<file path="src/vga_timing_pkg.sv">
// Video timing and fetch definitions
package vga_timing_pkg;

   // ========================================
   // Screen timing, 1280x1024
   // ========================================
   localparam int H_DISP   = 1280;
   localparam int V_DISP   = 1024;

   localparam int H_FPORCH = 16;
   localparam int H_SYNC   = 100;
   localparam int H_BPORCH = 200;

   localparam int V_FPORCH = 1;
   localparam int V_SYNC   = 3;
   localparam int V_BPORCH = 38;

   localparam int H_TOTAL  = H_DISP + H_FPORCH + H_SYNC + H_BPORCH;  // 1596
   localparam int V_TOTAL  = V_DISP + V_FPORCH + V_SYNC + V_BPORCH;  // 1066

   localparam int H_SYNC_START = H_DISP + H_FPORCH;
   localparam int V_SYNC_START = V_DISP + V_FPORCH;

   // ========================================
   // Frame buffer box, centred
   // ========================================
   localparam int BOX_WIDTH    = 768;
   localparam int BOX_HEIGHT   = 896;
   localparam int H_BOX_OFFSET = (H_DISP - BOX_WIDTH) / 2;   // 256
   localparam int V_BOX_OFFSET = (V_DISP - BOX_HEIGHT) / 2;  // 64
   localparam int H_BOX_END    = H_BOX_OFFSET + BOX_WIDTH;
   localparam int V_BOX_END    = V_BOX_OFFSET + BOX_HEIGHT;

   // Fetch schedule, one bit per pixel
   localparam int WORD_BITS      = 32;
   localparam int WORDS_PER_LINE = BOX_WIDTH / WORD_BITS;     // 24
   localparam int REQ_HALF       = WORD_BITS / 2;
   localparam int PRE0_REQ_START = H_BOX_OFFSET - 48;         // First word into hold
   localparam int PRE_LOAD_POS   = H_BOX_OFFSET - 33;         // Hold to shift register
   localparam int PRE1_REQ_START = H_BOX_OFFSET - 32;         // Second word into hold

   typedef logic [10:0] screen_coord_t;
   typedef logic [14:0] vram_addr_t;
   typedef logic [31:0] vram_word_t;

endpackage

</file>
<file path="src/vga_regs_pkg.sv">
// Register map and colour types
package vga_regs_pkg;

   typedef logic [2:0]  rgb_t;       // Red 2, green 1, blue 0
   typedef logic [2:0]  reg_addr_t;
   typedef logic [31:0] wb_data_t;

   localparam int WB_SEL_WIDTH = 4;

   // ========================================
   // Register addresses
   // ========================================
   localparam reg_addr_t REG_CTRL         = 3'd0;  // Bit 0 enable
   localparam reg_addr_t REG_BASE         = 3'd1;
   localparam reg_addr_t REG_FG_COLOR     = 3'd2;
   localparam reg_addr_t REG_BG_COLOR     = 3'd3;
   localparam reg_addr_t REG_BORDER_COLOR = 3'd4;

   // Colours
   localparam rgb_t COLOR_BLACK = 3'b000;
   localparam rgb_t COLOR_WHITE = 3'b111;

   // Values after reset
   localparam rgb_t FG_RESET     = COLOR_WHITE;
   localparam rgb_t BG_RESET     = COLOR_BLACK;
   localparam rgb_t BORDER_RESET = COLOR_WHITE;

endpackage

</file>
<file path="src/vga_sync_gen.sv">
// VGA sync generator
`timescale 1ns/1ns

module vga_sync_gen
   import vga_timing_pkg::*;
(
   input  logic          pixclk,
   input  logic          reset,
   output screen_coord_t h_count,
   output screen_coord_t v_count,
   output logic          line_end,
   output logic          hsync,
   output logic          vsync,
   output logic          visible,
   output logic          in_box,
   output logic          in_border,
   output logic          v_in_box,
   output screen_coord_t box_x
);

   logic h_in_box;
   logic h_on_edge;
   logic v_on_edge;
   logic h_in_ring;
   logic v_in_ring;

   // ========================================
   // Counters
   // ========================================
   assign line_end = (h_count == screen_coord_t'(H_TOTAL - 1));

   always_ff @(posedge pixclk or posedge reset)
   begin
      if (reset)
         h_count <= '0;
      else if (line_end)
         h_count <= '0;
      else
         h_count <= h_count + 1'b1;
   end

   always_ff @(posedge pixclk or posedge reset)
   begin
      if (reset)
         v_count <= '0;
      else if (line_end)
      begin
         if (v_count == screen_coord_t'(V_TOTAL - 1))
            v_count <= '0;
         else
            v_count <= v_count + 1'b1;
      end
   end

   // ========================================
   // Decode
   // ========================================
   assign hsync   = (h_count >= H_SYNC_START) && (h_count < H_SYNC_START + H_SYNC);
   assign vsync   = (v_count >= V_SYNC_START) && (v_count < V_SYNC_START + V_SYNC);
   assign visible = (h_count < H_DISP) && (v_count < V_DISP);

   assign h_in_box = (h_count >= H_BOX_OFFSET) && (h_count < H_BOX_END);
   assign v_in_box = (v_count >= V_BOX_OFFSET) && (v_count < V_BOX_END);
   assign in_box   = visible && h_in_box && v_in_box;

   // One pixel ring around the box
   assign h_on_edge = (h_count == H_BOX_OFFSET - 1) || (h_count == H_BOX_END);
   assign v_on_edge = (v_count == V_BOX_OFFSET - 1) || (v_count == V_BOX_END);
   assign h_in_ring = (h_count >= H_BOX_OFFSET - 1) && (h_count <= H_BOX_END);
   assign v_in_ring = (v_count >= V_BOX_OFFSET - 1) && (v_count <= V_BOX_END);

   assign in_border = visible && ((h_on_edge && v_in_ring) || (v_on_edge && h_in_ring));

   // Column inside the box, follows h_count from the left edge
   always_ff @(posedge pixclk or posedge reset)
   begin
      if (reset)
         box_x <= '0;
      else if (h_in_box)
         box_x <= box_x + 1'b1;
      else
         box_x <= '0;
   end

endmodule

</file>
<file path="src/vga_pixel_fetch.sv">
// Frame buffer pixel fetch
`timescale 1ns/1ns

module vga_pixel_fetch
   import vga_timing_pkg::*;
(
   input  logic          pixclk,
   input  logic          reset,
   input  screen_coord_t h_count,
   input  screen_coord_t box_x,
   input  logic          in_box,
   input  logic          v_in_box,
   input  logic          line_end,
   input  logic          enable,
   input  vram_addr_t    frame_base,
   input  vram_word_t    vram_data,
   input  logic          vram_ready,
   output vram_addr_t    vram_addr,
   output logic          vram_req,
   output logic          pixel
);

   vram_word_t hold_word;
   vram_word_t shift_word;
   logic       hold_empty;
   logic       line_enable;
   vram_addr_t line_addr;
   logic [4:0] fetch_idx;      // Words fetched on this line
   logic [4:0] word_pos;
   logic       pre0_window;
   logic       pre1_window;
   logic       box_window;
   logic       fetch_due;
   logic       preload;
   logic       shift_load;
   logic       capture;

   // ========================================
   // Fetch schedule
   // ========================================
   assign word_pos = box_x[4:0];

   assign pre0_window = (h_count >= PRE0_REQ_START) && (h_count < PRE_LOAD_POS);
   assign pre1_window = (h_count >= PRE1_REQ_START) && (h_count < H_BOX_OFFSET);
   assign box_window  = in_box && (word_pos >= 5'(REQ_HALF));   // Second half of word

   assign fetch_due = line_enable && v_in_box && (fetch_idx < 5'(WORDS_PER_LINE)) &&
                      (pre0_window || pre1_window || box_window);

   assign preload    = v_in_box && (h_count == PRE_LOAD_POS);
   assign shift_load = preload || (in_box && (word_pos == 5'(WORD_BITS - 1)));
   assign capture    = vram_req && vram_ready && hold_empty;

   // Enable only changes between lines
   always_ff @(posedge pixclk or posedge reset)
   begin
      if (reset)
         line_enable <= 1'b0;
      else if (line_end)
         line_enable <= enable;
   end

   always_ff @(posedge pixclk or posedge reset)
   begin
      if (reset)
         line_addr <= '0;
      else if (line_end)
      begin
         if (v_in_box)
            line_addr <= line_addr + vram_addr_t'(WORDS_PER_LINE);
         else
            line_addr <= frame_base;   // Ready for the top of the box
      end
   end

   always_ff @(posedge pixclk or posedge reset)
   begin
      if (reset)
         fetch_idx <= '0;
      else if (line_end)
         fetch_idx <= '0;
      else if (capture)
         fetch_idx <= fetch_idx + 1'b1;
   end

   // ========================================
   // VRAM request and hold register
   // ========================================
   always_ff @(posedge pixclk or posedge reset)
   begin
      if (reset)
         vram_req <= 1'b0;
      else if (capture || line_end)
         vram_req <= 1'b0;
      else
         vram_req <= fetch_due && hold_empty;
   end

   always_ff @(posedge pixclk or posedge reset)
   begin
      if (reset)
         hold_empty <= 1'b1;
      else if (line_end)
         hold_empty <= 1'b1;
      else if (capture)
         hold_empty <= 1'b0;
      else if (shift_load)
         hold_empty <= 1'b1;
   end

   always_ff @(posedge pixclk)
   begin
      if (capture)
         hold_word <= vram_data;
      if (shift_load)
         shift_word <= hold_word;
      else if (in_box)
         shift_word <= {1'b0, shift_word[31:1]};   // LSB first
   end

   assign vram_addr = line_addr + vram_addr_t'(fetch_idx);
   assign pixel     = line_enable && shift_word[0];

endmodule

</file>
<file path="src/vga_ctrl_regs.sv">
// Wishbone control registers
`timescale 1ns/1ns

module vga_ctrl_regs
   import vga_timing_pkg::*;
   import vga_regs_pkg::*;
(
   input  logic                    pixclk,
   input  logic                    reset,
   input  logic                    wb_cyc,
   input  logic                    wb_stb,
   input  logic                    wb_we,
   input  reg_addr_t               wb_adr,
   input  wb_data_t                wb_dat_w,
   input  logic [WB_SEL_WIDTH-1:0] wb_sel,
   output wb_data_t                wb_dat_r,
   output logic                    wb_ack,
   output logic                    enable,
   output vram_addr_t              frame_base,
   output rgb_t                    fg_color,
   output rgb_t                    bg_color,
   output rgb_t                    border_color
);

   logic     access;
   logic     wr_strobe;
   wb_data_t rd_data;

   // Single cycle ack, one cycle after the request
   assign access    = wb_cyc && wb_stb && !wb_ack;
   assign wr_strobe = access && wb_we;

   always_ff @(posedge pixclk or posedge reset)
   begin
      if (reset)
         wb_ack <= 1'b0;
      else
         wb_ack <= access;
   end

   // ========================================
   // Register writes
   // ========================================
   always_ff @(posedge pixclk or posedge reset)
   begin
      if (reset)
      begin
         enable       <= 1'b0;
         frame_base   <= '0;
         fg_color     <= FG_RESET;
         bg_color     <= BG_RESET;
         border_color <= BORDER_RESET;
      end
      else if (wr_strobe)
      begin
         case (wb_adr)
            REG_CTRL:
               if (wb_sel[0]) enable <= wb_dat_w[0];
            REG_BASE:
            begin
               if (wb_sel[0]) frame_base[7:0]  <= wb_dat_w[7:0];
               if (wb_sel[1]) frame_base[14:8] <= wb_dat_w[14:8];
            end
            REG_FG_COLOR:
               if (wb_sel[0]) fg_color <= wb_dat_w[2:0];
            REG_BG_COLOR:
               if (wb_sel[0]) bg_color <= wb_dat_w[2:0];
            REG_BORDER_COLOR:
               if (wb_sel[0]) border_color <= wb_dat_w[2:0];
            default: ;   // Unmapped
         endcase
      end
   end

   // Read back
   always_comb
   begin
      rd_data = '0;
      case (wb_adr)
         REG_CTRL:         rd_data[0]   = enable;
         REG_BASE:         rd_data      = wb_data_t'(frame_base);
         REG_FG_COLOR:     rd_data[2:0] = fg_color;
         REG_BG_COLOR:     rd_data[2:0] = bg_color;
         REG_BORDER_COLOR: rd_data[2:0] = border_color;
         default:          rd_data      = '0;
      endcase
   end

   always_ff @(posedge pixclk)
   begin
      if (access)
         wb_dat_r <= rd_data;
   end

endmodule

</file>
<file path="src/vga_pixel_out.sv">
// VGA output stage
`timescale 1ns/1ns

module vga_pixel_out
   import vga_regs_pkg::*;
(
   input  logic pixclk,
   input  logic reset,
   input  logic hsync,
   input  logic vsync,
   input  logic visible,
   input  logic in_box,
   input  logic in_border,
   input  logic pixel,
   input  rgb_t fg_color,
   input  rgb_t bg_color,
   input  rgb_t border_color,
   output logic vga_hsync,
   output logic vga_vsync,
   output logic vga_blank,
   output rgb_t vga_rgb
);

   rgb_t color_next;

   always_comb
   begin
      if (in_box)
         color_next = pixel ? fg_color : bg_color;
      else if (visible && in_border)
         color_next = border_color;
      else
         color_next = COLOR_BLACK;   // Outside box and during blank
   end

   // All outputs share one register stage
   always_ff @(posedge pixclk or posedge reset)
   begin
      if (reset)
      begin
         vga_hsync <= 1'b1;
         vga_vsync <= 1'b1;
         vga_blank <= 1'b1;
         vga_rgb   <= COLOR_BLACK;
      end
      else
      begin
         vga_hsync <= ~hsync;   // Negative syncs
         vga_vsync <= ~vsync;
         vga_blank <= ~visible;
         vga_rgb   <= color_next;
      end
   end

endmodule

</file>
<file path="src/vga_display_top.sv">
// Frame buffer display top
`timescale 1ns/1ns

module vga_display_top
   import vga_timing_pkg::*;
   import vga_regs_pkg::*;
(
   input  logic                    pixclk,
   input  logic                    reset,
   // Wishbone slave
   input  logic                    wb_cyc,
   input  logic                    wb_stb,
   input  logic                    wb_we,
   input  reg_addr_t               wb_adr,
   input  wb_data_t                wb_dat_w,
   input  logic [WB_SEL_WIDTH-1:0] wb_sel,
   output wb_data_t                wb_dat_r,
   output logic                    wb_ack,
   // VRAM
   output vram_addr_t              vram_addr,
   input  vram_word_t              vram_data,
   output logic                    vram_req,
   input  logic                    vram_ready,
   // VGA
   output logic                    vga_hsync,
   output logic                    vga_vsync,
   output logic                    vga_blank,
   output rgb_t                    vga_rgb
);

   screen_coord_t h_count;
   screen_coord_t box_x;
   logic          line_end;
   logic          hsync;
   logic          vsync;
   logic          visible;
   logic          in_box;
   logic          in_border;
   logic          v_in_box;
   logic          pixel;
   logic          enable;
   vram_addr_t    frame_base;
   rgb_t          fg_color;
   rgb_t          bg_color;
   rgb_t          border_color;

   // ========================================
   // Timing and fetch
   // ========================================
   vga_sync_gen sync_gen (
      .pixclk    (pixclk),
      .reset     (reset),
      .h_count   (h_count),
      .v_count   (),
      .line_end  (line_end),
      .hsync     (hsync),
      .vsync     (vsync),
      .visible   (visible),
      .in_box    (in_box),
      .in_border (in_border),
      .v_in_box  (v_in_box),
      .box_x     (box_x)
   );

   vga_pixel_fetch pixel_fetch (
      .pixclk     (pixclk),
      .reset      (reset),
      .h_count    (h_count),
      .box_x      (box_x),
      .in_box     (in_box),
      .v_in_box   (v_in_box),
      .line_end   (line_end),
      .enable     (enable),
      .frame_base (frame_base),
      .vram_data  (vram_data),
      .vram_ready (vram_ready),
      .vram_addr  (vram_addr),
      .vram_req   (vram_req),
      .pixel      (pixel)
   );

   // ========================================
   // Registers and output stage
   // ========================================
   vga_ctrl_regs ctrl_regs (
      .pixclk       (pixclk),
      .reset        (reset),
      .wb_cyc       (wb_cyc),
      .wb_stb       (wb_stb),
      .wb_we        (wb_we),
      .wb_adr       (wb_adr),
      .wb_dat_w     (wb_dat_w),
      .wb_sel       (wb_sel),
      .wb_dat_r     (wb_dat_r),
      .wb_ack       (wb_ack),
      .enable       (enable),
      .frame_base   (frame_base),
      .fg_color     (fg_color),
      .bg_color     (bg_color),
      .border_color (border_color)
   );

   vga_pixel_out pixel_out (
      .pixclk       (pixclk),
      .reset        (reset),
      .hsync        (hsync),
      .vsync        (vsync),
      .visible      (visible),
      .in_box       (in_box),
      .in_border    (in_border),
      .pixel        (pixel),
      .fg_color     (fg_color),
      .bg_color     (bg_color),
      .border_color (border_color),
      .vga_hsync    (vga_hsync),
      .vga_vsync    (vga_vsync),
      .vga_blank    (vga_blank),
      .vga_rgb      (vga_rgb)
   );

endmodule

</file>
<file path="config.mk">
export PLATFORM = sky130hd
export DESIGN_NAME = vga_display_top
export DESIGN_NICKNAME = d
export VERILOG_FILES = /design/src/vga_timing_pkg.sv /design/src/vga_regs_pkg.sv /design/src/vga_sync_gen.sv /design/src/vga_pixel_fetch.sv /design/src/vga_ctrl_regs.sv /design/src/vga_pixel_out.sv /design/src/vga_display_top.sv
export SDC_FILE = /design/constraint.sdc
export NUM_CORES = 1
export LEC_CHECK = 0
export ABC_AREA = 1
export BUFFER_PORTS_ARGS = -buffer_cell sky130_fd_sc_hd__buf_4
export CORE_MARGIN = 4
export CORE_UTILIZATION = 55
export CTS_BUF_LIST = sky130_fd_sc_hd__clkbuf_8
export CTS_CLUSTER_DIAMETER = 80
export DETAILED_ROUTE_END_ITERATION = 10
export HOLD_SLACK_MARGIN = 0.06
export PLACE_DENSITY = 0.78
export RECOVER_POWER = 100
export SKIP_LAST_GASP = 1
export SYNTH_ARGS = -nofsm -noshare
export SYNTH_HDL_FRONTEND = slang
export SYNTH_SLANG_ARGS = --single-unit
</file>
<file path="constraint.sdc">
create_clock -name pixclk -period 4.58 [get_ports pixclk]
set_clock_uncertainty 0.2 [all_clocks]
set_input_delay 0.229 -clock pixclk [delete_from_list [all_inputs] [get_ports pixclk]]
set_output_delay 0.229 -clock pixclk [all_outputs]
set_load 0.02 [all_outputs]
</file>
==> results.md <==
* Antenna-violating nets left at 0
* CP cell instances: dlygate4sd3_1 -> clkbuf_4 -> nand2_1 -> dlygate4sd3_1 -> nor2_1 -> buf_4 -> nand2_1 -> nor2_1 -> dlygate4sd3_1 -> nand2_1 -> o21ai_0 -> dlygate4sd3_1
* Max Slew Vio Count at 33
* Synth warnings at 0
* Setup Viol. Count Final at 0
* Worst-margin pin slew at ~1800 ps
* Register area share after synthesis at about 57%
* CTS H-tree depth at 4
* Failing checks: capacitance limit, slew limit
* Global-route wire length before repair at 28500 um
* Status: finished with violations
* Mapped cell area at 7750 um^2
* Post-synth top cells: nand2_1, inv_1, edfxtp_1
* Largest net degree at the start of global routing at 50
* CP Max Fanout at 13
* Die X at 127 um
* Share of cells above drive strength 1 at a little over a tenth
* Clock-pin slew on the worst setup and hold paths at 80 ps
* TritonRoute pass-1 iters at 5
* Setup ws final at approximately 700 ps
* Post_cts resized at 0
* Fin crit period at 3890 ps
* Number of DRC markers in iteration 0 at between 400 and 500
* Min-Delay Path Class: input pin to flop
* Initial core utilization at between 50% and 60%
* Post-synth ARST share at around 51%
* Slowest-stage cell, CP: dlygate4sd3_1
* Final period util at 85.0%
* Synth-to-Final Area Change at 20.5%
* Critical Path AT at 4100 ps
* Critical path required time at between 4000 and 5000 ps
* Clock Path Buffers at 2
* Most common cell in the netlist: nand2_1
* Most used cell, CP: dlygate4sd3_1
* Fillers at ~1100
* Residual DRC at 0
* Syn_area_per_cell at a little under 9 um^2
* Peak VDD IR at between 0.2 and 0.3 mV
* Vias in the first global route at around 6000
* Library cells used by synthesis at 41
* Top Ports at 132
* Yosys top cell area share at 30.6%
* Power Density at 299 nW/um^2
* Hold_buf cts at 57
* CP Launch Type: input pin
* Post-synth EDFFs at 79
* Die H at ~130 um
* WP buf/inv at 6
* TritonCTS buffer count at 17
* #FFs+latches synth at ~160
* RSZ-0062 raised after global routing: no
* CTS tree: built
* Remaining global-route overflow at 0
* Gr usage total at between 20% and 30%
* Vias at slightly above 6000
* Routed WL at around 17000 um
* Drt via density at 5.08
* Syn Inst Count at about 870
* Final hold violations at 0
* # clock sinks at roughly 160
* Diode count at 0
* CP Class: input pin to flop
* CTS root buf: clkbuf_8
* Delay-heaviest family, CP: buffers and inverters
* Relative slew margins at -18.6%
* DP HPWL at about 12000 um
* Core area at between 10000 and 15000 um^2
* Maxcap violations at 1
* Initial antenna violation count at 0
* Row Count at 43
* Max stage delay on crit path at 680 ps
* Clk Latency, worst-skew pair at ~460 ps
* GPL Wtd Cong at 0.933
* Setup bufs post-CTS at 0
* Port bufs at 95
* Die Area at around 16000 um^2
* Setup TNS at 0 ps
* Setup crit end kind: flop
* Max Clock Freq at roughly 0.26 GHz
* Area of the multi-input gates at 2720 um^2
* Top FF cell, synth: edfxtp_1
* Synth top area cells: edfxtp_1, dfrtp_1, nand2_1
* Post-DR wirelength/cell at around 14 um
* Storage cell area at 4440 um^2
* LEAKAGE at 4.13 nW
* Dpl ws at 1330 ps
* Number of nets in the layout at 1116
* Largest area contributor in the synthesized netlist: edfxtp_1
[final cells by class]
cell class	instances	share of cell area (%)
Clock inverter	12	1.42
Inverter	105	4.25
Multi-Input combinational cell	583	29.1
Timing Repair Buffer	156	12.3
Tap cell	180	2.41
Clock buffer	20	2.95
Sequential cell	161	47.5
[cell families after synthesis]
| family | Yosys count | synth area share [%] |
|---|---|---|
| other | 1 | 0.0484 |
| DFF | 161 | 57.2 |
| adders and majority gates | 15 | 2.52 |
| muxes | 1 | 0.145 |
| xor gates and xnor gates | 16 | 1.81 |
| and+or+nand+nor | 438 | 23.5 |
| AOI/OAI and AO/OA | 96 | 6.71 |
| buffers and inverters | 138 | 8.03 |
[layout by cell type, fill, tap and decap left out, drive strengths merged, types with 3 or more instances in the layout]
cell type	instances
dlygate4sd3	57
dfrtp	72
xor2	13
o21ai	53
nand4	15
clkinv	6
clkinvlp	3
inv	106
nor2	83
buf	24
a31oi	3
edfxtp	79
ha	14
clkbuf	95
a21oi	27
nand3	53
xnor2	3
dfstp	10
nand2	271
conb	17
nor3	12
o211ai	8
[metrics by stage]
| step | cell area [um^2] | util [%] | total power [W] | hold WS, ps | std cells |
|---|---|---|---|---|---|
| after floorplan | 7820 | - | 0.00168 | 128 | 882 |
| after global placement | 8560 | 61.9 | 0.00173 | 106 | 1128 |
| after detailed placement | 8560 | 61.9 | 0.00173 | 105 | 1128 |
| after CTS | 9540 | 69.0 | 0.00283 | 62.6 | 1217 |
| after global routing | 9340 | 67.6 | 0.00291 | 130 | 1217 |
| final | 9340 | 67.6 | 0.00280 | 94.1 | 1217 |
[worst min-delay path, cell delays in order]
cell and delay [ps]:
buf_4 100, inv_1 40, nand3_1 60, inv_1 80, nand2_1 150, o21ai_0 90
[power by group]
part           switching (W)  internal [W]  total [W]
Sequential         0.0000192       0.00155    0.00157
Clock               0.000529      0.000529    0.00106
Combinational      0.0000873     0.0000826   0.000170
[flip-flops by register name, indices dropped and copies added, names as in the netlist]
register                 flops
pixel_out.vga_vsync          1
pixel_out.vga_hsync          1
ctrl_regs.bg_color           3
pixel_fetch.hold_word       32
pixel_fetch.vram_req         1
pixel_fetch.hold_empty       1
pixel_fetch.shift_word      32
ctrl_regs.wb_ack             1
ctrl_regs.frame_base        15
ctrl_regs.enable             1
sync_gen.box_x               5
sync_gen.h_count            11
ctrl_regs.fg_color           3
pixel_fetch.line_addr       15
pixel_fetch.line_enable      1
pixel_out.vga_rgb            3
ctrl_regs.border_color       3
pixel_fetch.fetch_idx        5
ctrl_regs.wb_dat_r          15
pixel_out.vga_blank          1
sync_gen.v_count            11
[layer usage]
metal  part of all wire [%]  vias up  GRT usage [%]  wire length [um]
met3                    5.4       28           6.02               919
met5                      0        -              0                 0
met4                    2.1        0           7.76               351
li1                       -     3092              -                 -
met2                     49      174           36.1              8310
met1                     44     2886           28.6              7530
[worst paths after layout]
kind | startpoint | to | slack [ps] | cells past startpoint
max reg2reg | sync_gen.v_count[6] | pixel_fetch.shift_word[5] | 780 | 9
max in group asynchronous | reset | sync_gen.v_count[9] | 1950 | 4
max | wb_stb | ctrl_regs.border_color[2] | 690 | 12
min | wb_adr[1] | ctrl_regs.border_color[1] | 90 | 6
min reg2reg | sync_gen.box_x[0] | sync_gen.box_x[0] | 270 | 1
min in group asynchronous | reset | pixel_fetch.line_addr[14] | 450 | 3
No activity file was read; power rests on OpenSTA's default activity.
